--- src/source/csb_fifo_pkg.sv ---
package csb_fifo_pkg;

    // ==================================================
    // sizes
    // ==================================================

    // one command word toward the register bus master
    localparam int DATA_W = 50;
    // flop ram entries
    localparam int DEPTH  = 4;
    localparam int ADR_W  = 2;
    // must hold DEPTH itself, hence one extra bit
    localparam int CNT_W  = 3;
    // event counters, power of two
    localparam int GRAY_W = 3;

    typedef logic [DATA_W-1:0] data_t;
    typedef logic [ADR_W-1:0]  adr_t;
    typedef logic [CNT_W-1:0]  cnt_t;
    typedef logic [GRAY_W-1:0] gray_t;

    // ==================================================
    // gray increment
    // ==================================================

    // polarity is the xor of all bits
    // even polarity flips the lsb
    // odd polarity flips the bit left of the rightmost one,
    // or the msb when that one is already the msb
    function automatic gray_t gray_inc(input gray_t g);
        gray_t nxt;
        logic  found;
        nxt   = g;
        found = 1'b0;
        if (^g == 1'b0) begin
            nxt[0] = ~g[0];
        end else begin
            // scan up from the lsb for the first one
            for (int i = 0; i < GRAY_W - 1; i++) begin
                if (!found && g[i]) begin
                    nxt[i+1] = ~g[i+1];
                    found    = 1'b1;
                end
            end
            // only the msb was set
            if (!found) begin
                nxt[GRAY_W-1] = ~g[GRAY_W-1];
            end
        end
        return nxt;
    endfunction

endpackage

--- src/source/csb_fifo_wr_ctrl.sv ---
`timescale 1ns/1ps

module csb_fifo_wr_ctrl import csb_fifo_pkg::*; (
    input  logic rd_clk_rd_mgated,
    input  logic wr_reset_,
    input  logic wr_req,
    input  logic wr_popping,
    output logic wr_ready,
    output logic ram_iwe,
    output logic wr_pushing,
    output adr_t wr_adr
);

    // staged request, one cycle behind the accept edge
    logic wr_req_in;
    // input side holding, drives back-pressure
    logic wr_busy_in;
    // internal copy of busy, used for reservation
    logic wr_busy_int;
    logic wr_busy_next;
    logic wr_busy_in_next;
    logic wr_busy_in_int;
    logic wr_reserving;
    // words reserved but not yet seen popped
    cnt_t wr_count;
    cnt_t wr_count_next;

    // ==================================================
    // input staging
    // ==================================================

    assign wr_ready = !wr_busy_in;
    // write data register in the ram loads on the accept edge
    assign ram_iwe  = wr_req && !wr_busy_in;

    // staged request blocked by a full fifo
    assign wr_busy_in_int = wr_req_in && wr_busy_int;

    // new request: follow the fifo busy flag
    // no request: keep holding only while the staged word is stuck
    assign wr_busy_in_next = wr_req ? wr_busy_next
                                    : (wr_req_in && wr_busy_next && !wr_reserving);

    always_ff @(posedge rd_clk_rd_mgated or negedge wr_reset_) begin
        if (!wr_reset_) begin
            wr_req_in  <= 1'b0;
            wr_busy_in <= 1'b0;
        end else begin
            wr_busy_in <= wr_busy_in_next;
            // stalled reservation keeps its staged request
            if (!wr_busy_in_int) begin
                wr_req_in <= wr_req && !wr_busy_in;
            end
        end
    end

    // ==================================================
    // occupancy count
    // ==================================================

    assign wr_reserving = wr_req_in && !wr_busy_int;
    // data goes into the ram in the same cycle as the reservation
    assign wr_pushing   = wr_reserving;

    // up on reserve, down on pop, unchanged on both
    always_comb begin
        wr_count_next = wr_count;
        if (wr_reserving && !wr_popping) begin
            wr_count_next = wr_count + cnt_t'(1);
        end else if (!wr_reserving && wr_popping) begin
            wr_count_next = wr_count - cnt_t'(1);
        end
    end

    assign wr_busy_next = (wr_count_next == cnt_t'(DEPTH));

    always_ff @(posedge rd_clk_rd_mgated or negedge wr_reset_) begin
        if (!wr_reset_) begin
            wr_busy_int <= 1'b0;
            wr_count    <= '0;
            wr_adr      <= '0;
        end else begin
            wr_busy_int <= wr_busy_next;
            wr_count    <= wr_count_next;
            // ram write address, wraps with the depth
            if (wr_pushing) begin
                wr_adr <= wr_adr + adr_t'(1);
            end
        end
    end

    // pops reach this side late, so the count must never overshoot
    a_wr_count_max: assert property (
        @(posedge rd_clk_rd_mgated) disable iff (!wr_reset_)
        wr_count <= cnt_t'(DEPTH)
    );

endmodule

--- src/source/csb_fifo_flopram.sv ---
`timescale 1ns/1ps

module csb_fifo_flopram import csb_fifo_pkg::*; (
    input  logic  rd_clk_rd_mgated,
    input  data_t di,
    input  logic  iwe,
    input  logic  we,
    input  adr_t  wa,
    input  adr_t  ra,
    output data_t dout
);

    // write data register, loaded on the accept edge
    data_t di_d;
    // entry registers
    data_t ram_ff [DEPTH];

    // ==================================================
    // write port
    // ==================================================

    always_ff @(posedge rd_clk_rd_mgated) begin
        if (iwe) begin
            di_d <= di;
        end
    end

    // entry written one cycle after the data register loads
    always_ff @(posedge rd_clk_rd_mgated) begin
        if (we) begin
            ram_ff[wa] <= di_d;
        end
    end

    // ==================================================
    // read port
    // ==================================================

    // combinational read, registered in the read side
    always_comb begin
        dout = ram_ff[ra];
    end

endmodule

--- src/source/csb_fifo_event_sync.sv ---
`timescale 1ns/1ps

module csb_fifo_event_sync import csb_fifo_pkg::*; (
    input  logic rd_clk_rd_mgated,
    input  logic wr_reset_,
    input  logic src_event,
    output logic dst_event
);

    // sender gray counter, one step per input pulse
    gray_t src_gray;
    // two synchronizer stages
    gray_t sync_q1;
    gray_t sync_q2;
    // receiver copy, trails the synchronized value
    gray_t dst_gray;

    // ==================================================
    // sender
    // ==================================================

    always_ff @(posedge rd_clk_rd_mgated or negedge wr_reset_) begin
        if (!wr_reset_) begin
            src_gray <= '0;
        end else if (src_event) begin
            src_gray <= gray_inc(src_gray);
        end
    end

    // ==================================================
    // synchronizer and receiver
    // ==================================================

    // only one bit changes per step, so a sampled value is
    // always an old or a new count, never a mix
    always_ff @(posedge rd_clk_rd_mgated or negedge wr_reset_) begin
        if (!wr_reset_) begin
            sync_q1  <= '0;
            sync_q2  <= '0;
            dst_gray <= '0;
        end else begin
            sync_q1 <= src_gray;
            sync_q2 <= sync_q1;
            // one step per cycle, one output pulse per step
            if (dst_event) begin
                dst_gray <= gray_inc(dst_gray);
            end
        end
    end

    assign dst_event = (sync_q2 != dst_gray);

    // sender moves only in the cycle after a pulse, one bit per step
    a_src_gray_step: assert property (
        @(posedge rd_clk_rd_mgated) disable iff (!wr_reset_)
        $countones(src_gray ^ $past(src_gray)) == ($past(src_event) ? 1 : 0)
    );

endmodule

--- src/source/csb_fifo_rd_ctrl.sv ---
`timescale 1ns/1ps

module csb_fifo_rd_ctrl import csb_fifo_pkg::*; (
    input  logic  rd_clk_rd_mgated,
    input  logic  wr_reset_,
    input  logic  rd_pushing,
    input  logic  rd_ready,
    input  data_t ram_dout,
    output logic  rd_popping,
    output adr_t  rd_adr,
    output logic  rd_req,
    output data_t rd_data
);

    // words in the ram as seen from this side
    cnt_t rd_count;
    cnt_t rd_count_next;
    // a word can be taken from the ram this cycle
    logic rd_avail;

    // ==================================================
    // count and pop
    // ==================================================

    // a push seen this cycle is already in the ram
    assign rd_avail   = (rd_count != '0) || rd_pushing;
    // output register empty, or its word leaving now
    assign rd_popping = rd_avail && !(rd_req && !rd_ready);

    always_comb begin
        rd_count_next = rd_count;
        if (rd_pushing && !rd_popping) begin
            rd_count_next = rd_count + cnt_t'(1);
        end else if (!rd_pushing && rd_popping) begin
            rd_count_next = rd_count - cnt_t'(1);
        end
    end

    always_ff @(posedge rd_clk_rd_mgated or negedge wr_reset_) begin
        if (!wr_reset_) begin
            rd_count <= '0;
            rd_adr   <= '0;
            rd_req   <= 1'b0;
        end else begin
            rd_count <= rd_count_next;
            if (rd_popping) begin
                rd_adr <= rd_adr + adr_t'(1);
            end
            // new word loaded, or old word still waiting
            rd_req <= rd_avail || (rd_req && !rd_ready);
        end
    end

    // ==================================================
    // output data register
    // ==================================================

    always_ff @(posedge rd_clk_rd_mgated) begin
        if (rd_popping) begin
            rd_data <= ram_dout;
        end
    end

    // held word must not move under a stalled consumer
    a_rd_hold: assert property (
        @(posedge rd_clk_rd_mgated) disable iff (!wr_reset_)
        (rd_req && !rd_ready) |=> (rd_req && $stable(rd_data))
    );

    // a pop with no data would wrap the count above DEPTH
    a_rd_count_range: assert property (
        @(posedge rd_clk_rd_mgated) disable iff (!wr_reset_)
        rd_count <= cnt_t'(DEPTH)
    );

endmodule

--- src/source/csb_fifo.sv ---
`timescale 1ns/1ps

module csb_fifo import csb_fifo_pkg::*; (
    input  logic  rd_clk_rd_mgated,
    input  logic  wr_reset_,
    input  logic  wr_req,
    input  data_t wr_data,
    output logic  wr_ready,
    output logic  rd_req,
    input  logic  rd_ready,
    output data_t rd_data
);

    // write side
    logic  wr_pushing;
    logic  wr_popping;
    logic  ram_iwe;
    adr_t  wr_adr;
    // read side
    logic  rd_pushing;
    logic  rd_popping;
    adr_t  rd_adr;
    data_t ram_dout;

    // ==================================================
    // write side and ram
    // ==================================================

    csb_fifo_wr_ctrl wr_ctrl (
        .rd_clk_rd_mgated (rd_clk_rd_mgated),
        .wr_reset_        (wr_reset_),
        .wr_req           (wr_req),
        .wr_popping       (wr_popping),
        .wr_ready         (wr_ready),
        .ram_iwe          (ram_iwe),
        .wr_pushing       (wr_pushing),
        .wr_adr           (wr_adr)
    );

    // entry write enable is the push pulse itself
    csb_fifo_flopram ram (
        .rd_clk_rd_mgated (rd_clk_rd_mgated),
        .di               (wr_data),
        .iwe              (ram_iwe),
        .we               (wr_pushing),
        .wa               (wr_adr),
        .ra               (rd_adr),
        .dout             (ram_dout)
    );

    // ==================================================
    // event crossings
    // ==================================================

    // pushes toward the read side
    csb_fifo_event_sync push_sync (
        .rd_clk_rd_mgated (rd_clk_rd_mgated),
        .wr_reset_        (wr_reset_),
        .src_event        (wr_pushing),
        .dst_event        (rd_pushing)
    );

    // pops back to the write side
    csb_fifo_event_sync pop_sync (
        .rd_clk_rd_mgated (rd_clk_rd_mgated),
        .wr_reset_        (wr_reset_),
        .src_event        (rd_popping),
        .dst_event        (wr_popping)
    );

    // ==================================================
    // read side
    // ==================================================

    csb_fifo_rd_ctrl rd_ctrl (
        .rd_clk_rd_mgated (rd_clk_rd_mgated),
        .wr_reset_        (wr_reset_),
        .rd_pushing       (rd_pushing),
        .rd_ready         (rd_ready),
        .ram_dout         (ram_dout),
        .rd_popping       (rd_popping),
        .rd_adr           (rd_adr),
        .rd_req           (rd_req),
        .rd_data          (rd_data)
    );

endmodule

--- config.mk ---
export PLATFORM = sky130hd
export DESIGN_NAME = csb_fifo
export DESIGN_NICKNAME = d
export VERILOG_FILES = /design/src/source/csb_fifo_pkg.sv /design/src/source/csb_fifo_wr_ctrl.sv /design/src/source/csb_fifo_flopram.sv /design/src/source/csb_fifo_event_sync.sv /design/src/source/csb_fifo_rd_ctrl.sv /design/src/source/csb_fifo.sv
export SDC_FILE = /design/constraint.sdc
export NUM_CORES = 1
export LEC_CHECK = 0
export ABC_CLOCK_PERIOD_IN_PS = 13000
export BUFFER_PORTS_ARGS = -buffer_cell sky130_fd_sc_hd__buf_2
export CORE_ASPECT_RATIO = 0.8
export CORE_MARGIN = 3
export CORE_UTILIZATION = 56
export CTS_CLUSTER_SIZE = 25
export DETAILED_ROUTE_END_ITERATION = 16
export PLACE_DENSITY = 0.84
export SETUP_SLACK_MARGIN = 0.15
export SLEW_MARGIN = 5
export SYNTH_ARGS = -nofsm -noshare
export SYNTH_HDL_FRONTEND = slang
export SYNTH_HIERARCHICAL = 1
export SYNTH_SLANG_ARGS = --single-unit
--- constraint.sdc ---
create_clock -name rd_clk_rd_mgated -period 13 [get_ports rd_clk_rd_mgated]
set_clock_uncertainty 0.1 [all_clocks]
set_input_delay 2.6 -clock rd_clk_rd_mgated [delete_from_list [all_inputs] [get_ports rd_clk_rd_mgated]]
set_output_delay 2.6 -clock rd_clk_rd_mgated [all_outputs]
set_load 0.02 [all_outputs]
=== Yosys cells after proc, flatten, opt, wreduce, memory -nomap -nowiden ===
Memories as Yosys holds them, arrays and structs flattened. A register that Yosys moved wholly into a read port is not among the register bits.
Index checks and enable logic that the tools add are counted.

* Output and inout bits: 52
* Bits in registers: 88
* Word-level logic and storage cells: 141
* Memory bits (writable): 200
* Bits of input ports: 54
* Memories kept: 1

* $add $sub $neg: 6
* Mux-type cells: 39
* Equal/unequal tests: 7
* Reductions and logical operators: 47
* Bitwise operators: 16

{| class="wikitable"
|+ Memory list
! memory !! words !! bits a word !! rd ports !! clocked after memory_dff !! wr ports !! RTL line !! text
|-
| ram.ram_ff || 4 || 50 || 1 || 1 || 1 || csb_fifo_flopram.sv:16 || <nowiki>data_t ram_ff [DEPTH];</nowiki>
|}

{| class="wikitable"
|+ Operator list
! cell !! number
|-
| 2-to-1 mux 1 bit || 35
|-
| AND reduction 3 bit || 8
|-
| NOT 1 bit || 16
|-
| logical AND 1 bit || 15
|-
| logical NOT 1 bit || 12
|-
| 2-to-1 mux 3 bit || 4
|-
| XOR reduction 3 bit || 4
|-
| inequality test 2 x 1 -> 1 bit, second input constant || 4
|-
| AND reduction 2 bit || 4
|-
| adder 3 x 1 -> 3 bit, second input constant || 2
|-
| inequality test 3 bit || 2
|-
| subtractor 3 x 1 -> 3 bit, second input constant || 2
|-
| adder 2 x 1 -> 2 bit, second input constant || 2
|-
| == test 3 bit, second input constant || 1
|-
| nonzero test 3 bit || 1
|-
| logical OR 1 bit || 2
|-
| nonzero test 2 bit || 1
|}

=== Depth between registers and ports, before layout ===
Gate-level depths: netlist of the first run.

* Word-level depth: 12
* Depth in mapped cells: 10
* Gate-level depth less buffers: 10

=== Cells and area by module ===
Netlist of the first run, hierarchy kept.

{| class="wikitable"
|+ Modules (own cells, without submodules)
! module !! area an instance (µm²) !! instances !! seq. area each (µm²) !! cells an instance
|-
| csb_fifo_flopram || 8804.7 || 1 || 7507.2 || 316
|-
| csb_fifo_rd_ctrl || 1798.0 || 1 || 1651.6 || 72
|-
| csb_fifo_event_sync || 528.0 || 2 || 300.3 || 42
|-
| csb_fifo_wr_ctrl || 415.4 || 1 || 200.2 || 40
|}

=== Worst setup path after synthesis of the first run ===
Ideal clock, no wire load.

* Path kind: input -> register
* From: input wr_req
* To: register ram.di_d[0] (enable)
* Setup slack: 7586 ps
* Path buffers: 0
* Arrival time: 4849 ps
* Stages: 1
* Data required time: 12435 ps
* Library setup time: 465 ps
* Cells stage by stage: nor2b_1

* Cells in the longest elaborated chain, start to end: 1

{| class="wikitable"
|+ Ends and longest elaborated chain
! element !! RTL line !! text
|-
| start: declaration || csb_fifo.sv:6 || <nowiki>input logic wr_req,</nowiki>
|-
| logical AND 1 bit || csb_fifo_wr_ctrl.sv:34 || <nowiki>assign ram_iwe = wr_req && !wr_busy_in;</nowiki>
|-
| end signal: assignment || csb_fifo_flopram.sv:24 || <nowiki>di_d <= di;</nowiki>
|-
| end: declaration || csb_fifo_flopram.sv:14 || <nowiki>data_t di_d;</nowiki>
|}

No other way between the ends.
A chain may end at the register's enable or synchronous reset.

=== Worst setup path after layout of the first run ===
* From: input rd_ready
* To: register pop_sync.src_gray[2]

* Cells in the longest elaborated chain, start to end: 5

{| class="wikitable"
|+ Ends and longest elaborated chain
! element !! RTL line !! text
|-
| start: declaration || csb_fifo.sv:10 || <nowiki>input logic rd_ready,</nowiki>
|-
| logical NOT 1 bit || csb_fifo_rd_ctrl.sv:28 || <nowiki>assign rd_popping = rd_avail && !(rd_req && !rd_ready);</nowiki>
|-
| logical AND 1 bit || csb_fifo_rd_ctrl.sv:28 ||
|-
| logical NOT 1 bit || csb_fifo_rd_ctrl.sv:28 ||
|-
| logical AND 1 bit || csb_fifo_rd_ctrl.sv:28 ||
|-
| via rd_popping || csb_fifo.sv:21 || <nowiki>logic rd_popping;</nowiki>
|-
| AND reduction 3 bit (no source line) || -- ||
|-
| end signal: assignment || csb_fifo_event_sync.sv:26 || <nowiki>src_gray <= gray_inc(src_gray);</nowiki>
|-
| end: declaration || csb_fifo_event_sync.sv:11 || <nowiki>gray_t src_gray;</nowiki>
|}

The timed path passes the listed nets, and every way through them passes these cells.

==> results.py, run 1 <==
metrics = {
    "cts": {
        "clk_pin_slew_ns": 0.07,
        "cts_buffers": 30,
        "cts_max_level": 1,
        "root_buffer": "clkbuf_16",
        "cts_tree": "done",
        "clk_path_buf_depth": 3,
        "cts-hold-fix-buffers": 0,
        "worstSkewPairLatency_ns": 0.54,
        "post_cts_resized": 0,
        "post_cts_buffers": 0,
        "cts_sinks": 338,
    },
    "cells_and_area": {
        "nets": 704,
        "drive_above_1_share_pct": 34.6,
        "n_antenna_cell": 0,
        "final_util_pct": 66.0,
        "seq_area_um2": 9960,
        "multiInputGateArea_um2": 1930,
        "syn_to_final_growth_pct": 14.4,
        "fill_cells": 1297,
    },
    "global_routing": {
        "track_usage_pct": 17.9,
        "grt.overflow.total": 0,
        "grt_max_degree": 54,
        "antenna_found_initial": 0,
        "grt_first_pass_wirelength_um": 31600,
        "first_global_vias": 5681,
    },
    "logic_synthesis": {
        "synthFlopType": "edfxtp_1",
        "synth-edff-count": 300,
        "synth_area_per_cell_um2": 23.6,
        "yosysSeqAreaShare_pct": 82.5,
        "netlist.area_leader.share_pct": 74.6,
        "yosysTopAreaCell": "edfxtp_1",
        "ys_ff_latch": 338,
        "syn_nets": 574,
        "synth.most_common_cell": "edfxtp_1",
        "yosysWarnings": 6,
        "synthCells": 512,
        "syn_area_um2": 12100,
        "synthArstFlopShare_pct": 11.2,
        "ys_types": 44,
        "ys_top_cells_by_area": "edfxtp_1 75%, mux4_2 9.3%, dfrtp_1 7.9%",
        "ys_top_cells_by_count": "300 x edfxtp_1, 50 x mux4_2, 38 x dfrtp_1",
    },
    "setup_path": {
        "critical-path-top-delay-family": "buffers and inverters",
        "worstSetupStartpointType": "primary input",
        "slowest_delay_ns": 0.61,
        "crit_path_max_fanout": 53,
        "path_cells": "buf_2 > or2b_2 > nand2_4 > inv_2 > buf_4 > o21ai_0 > nand2_1 > o21ai_0",
        "path_common_cell": "o21ai_0",
        "cp_slowest_cell": "buf_4",
        "worstSetupEndpointType": "register",
        "arrival_ns": 4.17,
        "crit_type": "primary input to register",
        "required_ns": 13.31,
        "crit_buf_inv": 3,
    },
    "die": {
        "dieArea_um2": 23400,
        "ios": 106,
        "coreArea_um2": 20900,
        "die_h_um": 137,
        "die_w_um": 170,
        "start_util_pct": 57.7,
        "row_count": 47,
    },
    "timing": {
        "setup_viol": 0,
        "slew_headroom_pct": 28.8,
        "max_freq_ghz": 0.259,
        "finalCritPeriodShare_pct": 29.7,
        "hold_viol": 0,
        "rsz0062_at_grt": "no",
        "post-route-min-period_ns": 3.86,
        "worstMarginPinSlew_ns": 1.07,
        "fin_tns_setup_ns": 0,
        "drv_slew": 0,
    },
    "drt": {
        "wl_per_cell_um": 22.2,
        "drtIter0Drc": 383,
        "vias_per_cell": 5.72,
        "totalWireLength_um": 20700,
        "remaining_drc_errors": 0,
        "vias": 5340,
        "first_pass_iters": 5,
        "ant_nets": 0,
    },
    "power_and_ir_drop": {
        "leakage_uw": 0.00486,
        "finalPower_uw": 3420,
        "power_density_nw_per_um2": 247,
        "vdd_ir_drop_max_uv": 118,
    },
    "worst_hold_path": {
        "hp-class": "register to register",
    },
    "placed_design": {
        "gp_congestion": 0.698,
        "dp_hpwl_um": 11700,
        "portBuffers": 105,
    },
    "job": {
        "cap_violations": 0,
    },
    "outcome": {
        "outcome": "finished, final reports clean",
    },
}
==> report_power, final <==
group	switching [uW]	leakage, uW	internal (uW)	total [uW]
clock network	362	0.000476	488	850
logic	441	0.00113	355	796
registers	195	0.00325	1580	1770
==> worst paths after layout <==
kind                                  startpoint                   end  slack (ns)  depth (start not counted)
min in group asynchronous              wr_reset_   wr_ctrl/wr_count[0]        2.06                          1
hold reg to reg             push_sync/sync_q1[2]  push_sync/sync_q2[2]        0.25                          0
setup reg to reg           push_sync/dst_gray[1]   rd_ctrl/rd_count[2]       10.24                         10
max in group asynchronous              wr_reset_     rd_ctrl/rd_adr[0]       10.12                          1
setup / recovery                        rd_ready  pop_sync/src_gray[2]        9.14                          8
hold / removal              push_sync/sync_q1[2]  push_sync/sync_q2[2]        0.25                          0
==> cell families after synthesis <==
group,share of synthesized area [%]
DFF,82.5
muxes,9.59
and+or+nand+nor,2.19
buffers and inverters,1.70
AOI/OAI and AO/OA,1.43
xor gates and xnor gates,1.72
adders and majority gates,0.891
==> metal layers <==
layer,part of all wire [%],GRT usage (%),vias to the layer above
met5,0,0,-
met4,2.3,4.86,0
met3,5.6,3.36,45
met2,51,30.7,195
met1,42,24.1,2767
li1,-,-,2333
==> state kept, by name, summed over array words and instances (netlist names), 2 cells and up <==
name and count:
ram/ram_ff 200, ram/di_d 50, rd_ctrl/rd_data 50, pop_sync/dst_gray 3, pop_sync/src_gray 3, pop_sync/sync_q1 3, pop_sync/sync_q2 3, push_sync/dst_gray 3
push_sync/src_gray 3, push_sync/sync_q1 3, push_sync/sync_q2 3, rd_ctrl/rd_count 3, wr_ctrl/wr_count 3, rd_ctrl/rd_adr 2, wr_ctrl/wr_adr 2
==> worst reg2reg max path, stage by stage, from the launching register on <==
cell,delay (ns)
dfrtp_1,0.43
xnor2_2,0.24
o221ai_2,0.19
or4_4,0.55
nand2_4,0.09
ha_1,0.18
inv_1,0.07
fa_1,0.37
xor2_1,0.16
nor2_1,0.14
xor2_1,0.16
==> layout make-up <==
class / instances / area share, %
inverters: 13 / 0.353
well taps: 269 / 2.44
clock inverters: 13 / 0.625
clock buffers: 42 / 6.36
flip-flops and latches: 338 / 72.1
multi-input cells: 147 / 13.9
repair buffers: 112 / 4.18
==> layout by cell type (no fill, tap or decap), types with 2 or more instances in the layout <==
cell type / instances
edfxtp_1: 300
buf_2: 105
mux4_2: 50
dfrtp_1: 36
clkbuf_16: 32
xnor2_1: 17
inv_1: 12
nor2_1: 8
buf_4: 7
ha_1: 7
clkbuf_1: 6
clkinv_2: 6
clkinv_1: 5
nand3_1: 5
a211oi_1: 5
clkbuf_8: 4
o21ai_0: 4
nand2b_1: 4
nand2_1: 3
xor2_1: 3
and2_4: 2
and2_2: 2
xnor2_2: 2
o221ai_2: 2
o211ai_1: 2
nand4_1: 2
o311ai_1: 2
o21ai_2: 2
mux2i_1: 2
nor2b_1: 2
and3b_2: 2
and3_2: 2
nor3_1: 2
==> per-stage QoR <==
stage	area (um^2)	instances	hold slack [ns]	setup WS [ns]
floorplan	12100	512	0.231	7.59
global placement	12900	879	0.232	8.69
detailed placement	12900	879	0.235	8.60
CTS	13800	934	0.249	9.11
global route	13800	934	0.257	9.04
finish	13800	934	0.248	9.14
Power figures use the tool's default switching activity.
==> run 2: changes to the inputs <==
--- a/config.mk
+++ b/config.mk
@@ -5,11 +5,12 @@
 export SDC_FILE = /design/constraint.sdc
 export NUM_CORES = 1
 export LEC_CHECK = 0
-export ABC_CLOCK_PERIOD_IN_PS = 13000
+export ABC_AREA = 1
+export ABC_CLOCK_PERIOD_IN_PS = 3330
 export BUFFER_PORTS_ARGS = -buffer_cell sky130_fd_sc_hd__buf_2
 export CORE_ASPECT_RATIO = 0.8
 export CORE_MARGIN = 3
-export CORE_UTILIZATION = 56
+export CORE_UTILIZATION = 54
 export CTS_CLUSTER_SIZE = 25
 export DETAILED_ROUTE_END_ITERATION = 16
 export PLACE_DENSITY = 0.84
==> constraint.sdc (replaced) <==
create_clock -name rd_clk_rd_mgated -period 3.33 [get_ports rd_clk_rd_mgated]
set_clock_uncertainty 0.1 [all_clocks]
set_input_delay 0.666 -clock rd_clk_rd_mgated [delete_from_list [all_inputs] [get_ports rd_clk_rd_mgated]]
set_output_delay 0.666 -clock rd_clk_rd_mgated [all_outputs]
set_load 0.02 [all_outputs]
==> results.py, run 2 <==
metrics = {
    "cts": {
        "cts_buffers": 31,
        "clk_pin_slew_ns": 0.06,
        "cts_tree": "done",
        "cts_max_level": 1,
        "cts_sinks": 338,
        "post_cts_resized": 0,
        "cts-hold-fix-buffers": 0,
        "worstSkewPairLatency_ns": 0.56,
        "post_cts_buffers": 0,
        "clk_path_buf_depth": 3,
        "root_buffer": "clkbuf_16",
    },
    "logic_synthesis": {
        "ys_top_cells_by_area": "edfxtp_1 68%, nand2_1 8.7%, dfrtp_1 7.2%",
        "synth-edff-count": 300,
        "ys_top_cells_by_count": "306 x nand2_1, 300 x edfxtp_1, 228 x inv_1",
        "synth_compound_area_share_pct": 0.264,
        "synth.most_common_cell": "nand2_1",
        "synth-xor-area-share_pct": 0.858,
        "synthFlopType": "edfxtp_1",
        "syn_area_um2": 13300,
        "syn_nets": 1148,
        "synthMuxAreaShare_pct": 0,
        "yosys.area_share.simple_pct": 14.6,
        "synth_fa_ha_area_share_pct": 0.811,
        "ys_ff_latch": 338,
        "yosysTopAreaCell": "edfxtp_1",
        "netlist.area_leader.share_pct": 67.9,
        "synth_area_per_cell_um2": 12.2,
        "synth_top_family_by_area": "simple AND/OR/NAND/NOR gates",
        "yosysWarnings": 6,
        "yosysSeqAreaShare_pct": 75.1,
        "ys_types": 25,
        "synthCells": 1086,
        "synthArstFlopShare_pct": 11.2,
    },
    "timing": {
        "fin_tns_setup_ns": 0,
        "worstMarginPinSlew_ns": 0.866,
        "hold_viol": 0,
        "drv_slew": 0,
        "max_freq_ghz": 0.440,
        "finalCritPeriodShare_pct": 68.3,
        "slew_headroom_pct": 42.2,
        "setup_viol": 0,
        "rsz0062_at_grt": "no",
        "post-route-min-period_ns": 2.27,
    },
    "drt": {
        "met1Wirelength_um": 10000,
        "ant_nets": 0,
        "first_pass_iters": 7,
        "drtIter0Drc": 505,
        "vias": 7698,
        "totalWireLength_um": 24500,
        "remaining_drc_errors": 0,
        "top_layer": "met4",
        "wl_met2_um": 12300,
        "wl_met3_um": 1660,
        "vias_per_cell": 5.01,
        "wl_per_cell_um": 16.0,
    },
    "cells_and_area": {
        "drive_above_1_share_pct": 16.2,
        "layout_common_cells": "306 x nand2_1, 300 x edfxtp_1, 227 x inv_1",
        "nets": 1265,
        "syn_to_final_growth_pct": 14.1,
        "top_register": "ram/ram_ff",
        "largest_register_ffs": 200,
        "n_antenna_cell": 0,
        "fill_cells": 1687,
        "layout_commonest_cell": "nand2_1",
        "largestRegisters": "ram/ram_ff (200), ram/di_d (50), rd_ctrl/rd_data (50)",
    },
    "setup_path": {
        "required_ns": 3.47,
        "crit_type": "register to register",
        "arrival_ns": 2.42,
        "worstSetupEndpointType": "register",
        "worstSetupStartpointType": "register",
        "crit_path_max_fanout": 32,
    },
    "global_routing": {
        "antenna_found_initial": 0,
        "grt_first_pass_wirelength_um": 39100,
        "grt.overflow.total": 0,
        "first_global_vias": 7865,
        "track_usage_pct": 18.5,
        "grt_max_degree": 65,
    },
    "die": {
        "die_w_um": 181,
        "start_util_pct": 55.8,
        "coreArea_um2": 23800,
        "die_h_um": 146,
        "row_count": 50,
        "dieArea_um2": 26500,
        "ios": 106,
    },
    "power_and_ir_drop": {
        "switching_share_pct": 33.5,
        "finalPower_uw": 14100,
        "switchingPower_uw": 4710,
        "leakage_uw": 0.00672,
        "p_clk_share_pct": 25.2,
        "power_density_nw_per_um2": 930,
        "power_frac_comb_pct": 27.1,
        "internal_power_uw": 9370,
        "seqPwrFrac_pct": 47.7,
        "vdd_ir_drop_max_uv": 561,
    },
    "placed_design": {
        "dp_hpwl_um": 14200,
        "portBuffers": 105,
        "gp_congestion": 0.728,
    },
    "worst_hold_path": {
        "hp-class": "primary input to asynchronous set/reset pin",
    },
    "job": {
        "cap_violations": 0,
    },
    "outcome": {
        "outcome": "finished, final reports clean",
    },
}
run 2: changes by cell type in the layout (fill, tap and decap cells not counted), moves of 5 or more:
cell | previous run | this run
nand2_1 | 3 | 306
xor2_1 | 3 | 8
nand3_1 | 5 | 114
a211oi_1 | 5 | 0
xnor2_1 | 17 | 5
mux4_2 | 50 | 0
nand2_2 | 0 | 8
inv_2 | 1 | 8
inv_1 | 12 | 227
run 2: power by group through the flow:
stage / Combinational (uW) / Sequential [uW] / Clock [uW]
detailed placement: 3810 / 6790 / 0
finish: 3810 / 6710 / 3550
CTS: 3850 / 6720 / 3630
global route: 4270 / 6840 / 3790
global placement: 3640 / 6740 / 0
floorplan: 2540 / 6930 / 0
run 2: cell families after synthesis:
kind of cell | Yosys count
adders and majority gates | 8
xor gates and xnor gates | 13
AOI/OAI and AO/OA | 7
and+or+nand+nor | 452
DFF | 338
buffers and inverters | 268
run 2: per-layer routing:
layer / up-vias / global-route usage [%]
li1: 3701 / -
met1: 3679 / 23.4
met2: 276 / 32.7
met3: 42 / 3.74
met4: 0 / 4.91
met5: - / 0
run 2: path summary, 6_finish.rpt:
kind | start | end | slack [ns] | cells after the start
setup / recovery | push_sync/dst_gray[1] | rd_ctrl/rd_data[3] | 1.06 | 9
hold / removal | wr_reset_ | wr_ctrl/wr_busy_in | 0.11 | 1
setup reg to reg | push_sync/dst_gray[1] | rd_ctrl/rd_data[3] | 1.06 | 9
hold reg to reg | pop_sync/sync_q1[1] | pop_sync/sync_q2[1] | 0.25 | 0
max in group asynchronous | wr_reset_ | rd_ctrl/rd_adr[0] | 2.37 | 1
min in group rd_clk_rd_mgated | wr_data[11] | ram/di_d[11] | 0.18 | 1
run 2: layout make-up:
cell class / count / area [um^2] / share of cell area [%]
flip-flops and latches: 338 / 9960 / 65.8
multi-input cells: 480 / 2250 / 14.9
inverters: 236 / 887 / 5.86
clock buffers: 37 / 798 / 5.27
repair buffers: 116 / 621 / 4.10
well taps: 312 / 390 / 2.58
clock inverters: 19 / 231 / 1.53
run 2: worst max-delay path: stages, from the launching register on:
cell,delay [ns]
dfrtp_1,0.39
inv_1,0.07
nand2_1,0.05
nand2_1,0.06
nand3_2,0.16
nor2_2,0.07
nand2_2,0.10
nand2_4,0.07
inv_2,0.62
buf_12,0.27
run 2: stage by stage:
step	cell area (um^2)	std cells	utilization, %	setup slack [ns]	hold WS, ns
2_1_floorplan	13300	1086	-	0.100	0.231
3_3_place_gp	14100	1482	59.4	1.10	0.232
3_5_place_dp	14100	1482	59.4	1.06	0.236
4_1_cts	15100	1538	63.7	1.05	0.121
5_1_grt	15100	1538	63.7	0.878	0.165
6_report	15100	1538	63.7	1.06	0.113
==> run 3: changes to the inputs <==
--- a/config.mk
+++ b/config.mk
@@ -6,14 +6,14 @@
 export NUM_CORES = 1
 export LEC_CHECK = 0
 export ABC_AREA = 1
-export ABC_CLOCK_PERIOD_IN_PS = 3330
+export ABC_CLOCK_PERIOD_IN_PS = 2100
 export BUFFER_PORTS_ARGS = -buffer_cell sky130_fd_sc_hd__buf_2
 export CORE_ASPECT_RATIO = 0.8
 export CORE_MARGIN = 3
-export CORE_UTILIZATION = 54
+export CORE_UTILIZATION = 56
 export CTS_CLUSTER_SIZE = 25
 export DETAILED_ROUTE_END_ITERATION = 16
-export PLACE_DENSITY = 0.84
+export PLACE_DENSITY = 0.83
 export SETUP_SLACK_MARGIN = 0.15
 export SLEW_MARGIN = 5
 export SYNTH_ARGS = -nofsm -noshare
==> constraint.sdc (replaced) <==
create_clock -name rd_clk_rd_mgated -period 2.1 [get_ports rd_clk_rd_mgated]
set_clock_uncertainty 0.1 [all_clocks]
set_input_delay 0.42 -clock rd_clk_rd_mgated [delete_from_list [all_inputs] [get_ports rd_clk_rd_mgated]]
set_output_delay 0.42 -clock rd_clk_rd_mgated [all_outputs]
set_load 0.02 [all_outputs]
==> results.py, run 3 (synthesized netlist as in run 2, its figures left out) <==
metrics = {
    "outcome": {
        "outcome": "finished, final reports clean",
    },
    "setup_path": {
        "r2r_start": "push_sync/dst_gray[0]",
        "worstSetupStartpointType": "register",
        "critical-path-top-delay-family": "simple AND/OR/NAND/NOR gates",
        "required_ns": 2.45,
        "slowest_delay_ns": 0.40,
        "arrival_ns": 2.32,
        "crit_path_max_fanout": 3,
        "critical_path.startpoint": "push_sync/dst_gray[0]",
        "crit_buf_inv": 3,
        "rr_endpoint": "rd_ctrl/rd_count[2]",
        "crit_type": "register to register",
        "r2r_setup_slack_ns": 0.13,
        "path_common_cell": "nand2_1",
        "path_cells": "inv_2 > nand2_1 > nand2_2 > nand3_4 > nor2_4 > nand2_2 > nand2_4 > ha_4 > inv_4 > fa_2 > inv_1 > nand2_1 > nand4_1 > nand2_1",
        "cp.depth": 14,
        "cp_slowest_cell": "dfrtp_1",
        "worstSetupEndpointType": "register",
        "reg2regPathDepth": 14,
    },
    "cells_and_area": {
        "largestRegisters": "ram/ram_ff (200), ram/di_d (50), rd_ctrl/rd_data (50)",
        "largest_register_ffs": 200,
        "final_util_pct": 69.4,
        "syn_to_final_growth_pct": 19.6,
        "fill_cells": 1474,
        "design_area_um2": 15900,
        "finalNonFillerCells": 1598,
        "layout_common_cells": "303 x nand2_1, 300 x edfxtp_1, 226 x inv_1",
        "drive_above_1_share_pct": 17.0,
        "top_register": "ram/ram_ff",
        "n_antenna_cell": 0,
        "nets": 1330,
        "layout_commonest_cell": "nand2_1",
    },
    "die": {
        "row_count": 49,
        "dieArea_um2": 25600,
        "coreArea_um2": 22900,
        "die_w_um": 178,
        "ios": 106,
        "start_util_pct": 58.0,
        "die_h_um": 144,
    },
    "job": {
        "cap_violations": 0,
    },
    "placed_design": {
        "placed_area_um2": 14200,
        "gp_congestion": 0.741,
        "portBuffers": 105,
        "dp_hpwl_um": 14000,
        "place_inst": 1479,
    },
    "timing": {
        "drv_slew": 0,
        "max_freq_ghz": 0.507,
        "worstMarginPinSlew_ns": 1.03,
        "post-route-min-period_ns": 1.97,
        "hold_viol": 0,
        "fin_tns_setup_ns": 0,
        "rsz0062_at_grt": "yes",
        "setup_viol": 0,
        "finalCritPeriodShare_pct": 94.0,
        "slew_headroom_pct": 31.0,
    },
    "global_routing": {
        "first_global_vias": 8105,
        "track_usage_pct": 20.0,
        "grt_first_pass_wirelength_um": 39600,
        "grt_max_degree": 74,
        "antenna_found_initial": 0,
        "grt.overflow.total": 0,
    },
    "cts": {
        "worstSkewPairLatency_ns": 0.56,
        "cts_tree": "done",
        "cts_max_level": 1,
        "clk_path_buf_depth": 3,
        "cts_buffers": 31,
        "clk_pin_slew_ns": 0.07,
        "root_buffer": "clkbuf_16",
        "cts_sinks": 338,
    },
    "drt": {
        "totalWireLength_um": 25800,
        "ant_nets": 0,
        "drtIter0Drc": 698,
        "wl_per_cell_um": 16.2,
        "vias": 8103,
        "first_pass_iters": 6,
        "remaining_drc_errors": 0,
        "vias_per_cell": 5.07,
    },
    "worst_hold_path": {
        "worstHoldPathCells": 1,
        "min_to": "ram/di_d[28]",
        "min_from": "wr_data[28]",
        "hp-class": "primary input to register",
    },
    "power_and_ir_drop": {
        "leakage_uw": 0.00702,
        "power_density_nw_per_um2": 1430,
        "vdd_ir_drop_max_uv": 1020,
        "finalPower_uw": 22700,
    },
}
==> run 3: changes by cell type in the layout (fill, tap and decap cells not counted), sizes merged <==
cell	previous run	this run
dlygate4sd3	0	50
buf	116	130
clkinv	11	18
bufinv	5	3
clkbuf	37	36
clkinvlp	3	2
inv	236	235
==> run 3: repair_timing <==
item	4_1_cts	5_1_grt
setup buffers	4	7
pin swaps	1	3
hold buffers	50	0
endpoints found under the hold margin	87	0
resized for setup	1	8
setup endpoints to repair	31	34
cloned	0	1
==> run 3: where the power goes <==
part	internal [uW]	switching [uW]	total [uW]	leakage (uW)
clock network	3070	2340	5400	0.000480
logic	2210	4570	6780	0.00328
registers	9690	794	10500	0.00326
==> run 3: cell type report <==
cell class                 instances  area (um^2)  area share, %
inverter                         236          893           5.63
clock inverter                    22          188           1.18
multi-input combinational        480         2300           14.5
tap                              306          383           2.41
sequential                       338         9960           62.8
clock buffer                      35          791           4.98
timing repair buffer             181         1360           8.54
==> run 3: routing by layer <==
layer	up-vias	share of wire, %	global-route usage, %
met4	0	3.3	8.76
li1	3832	-	-
met5	-	0	0
met3	65	6.3	3.14
met1	3872	39	24.8
met2	334	51	35.3
==> run 3: worst max-delay path by stage <==
stage	end	slack [ns]
final	rd_ctrl/rd_count[2]	0.13
after global routing	rd_ctrl/rd_count[2]	0.02
after CTS	rd_ctrl/rd_count[2]	0.13
after detailed placement	rd_ctrl/rd_count[2]	0.06
after global placement	rd_ctrl/rd_count[2]	0.18
after floorplan	ram/ram_ff[0][0]	-0.43
==> run 3: per-stage QoR <==
stage               setup slack [ns]  hold slack, ns
floorplan                     -0.432          0.0244
global placement               0.180           0.232
detailed placement            0.0553           0.236
CTS                            0.126         0.00405
global route                  0.0155         0.00506
finish                         0.126          0.0124
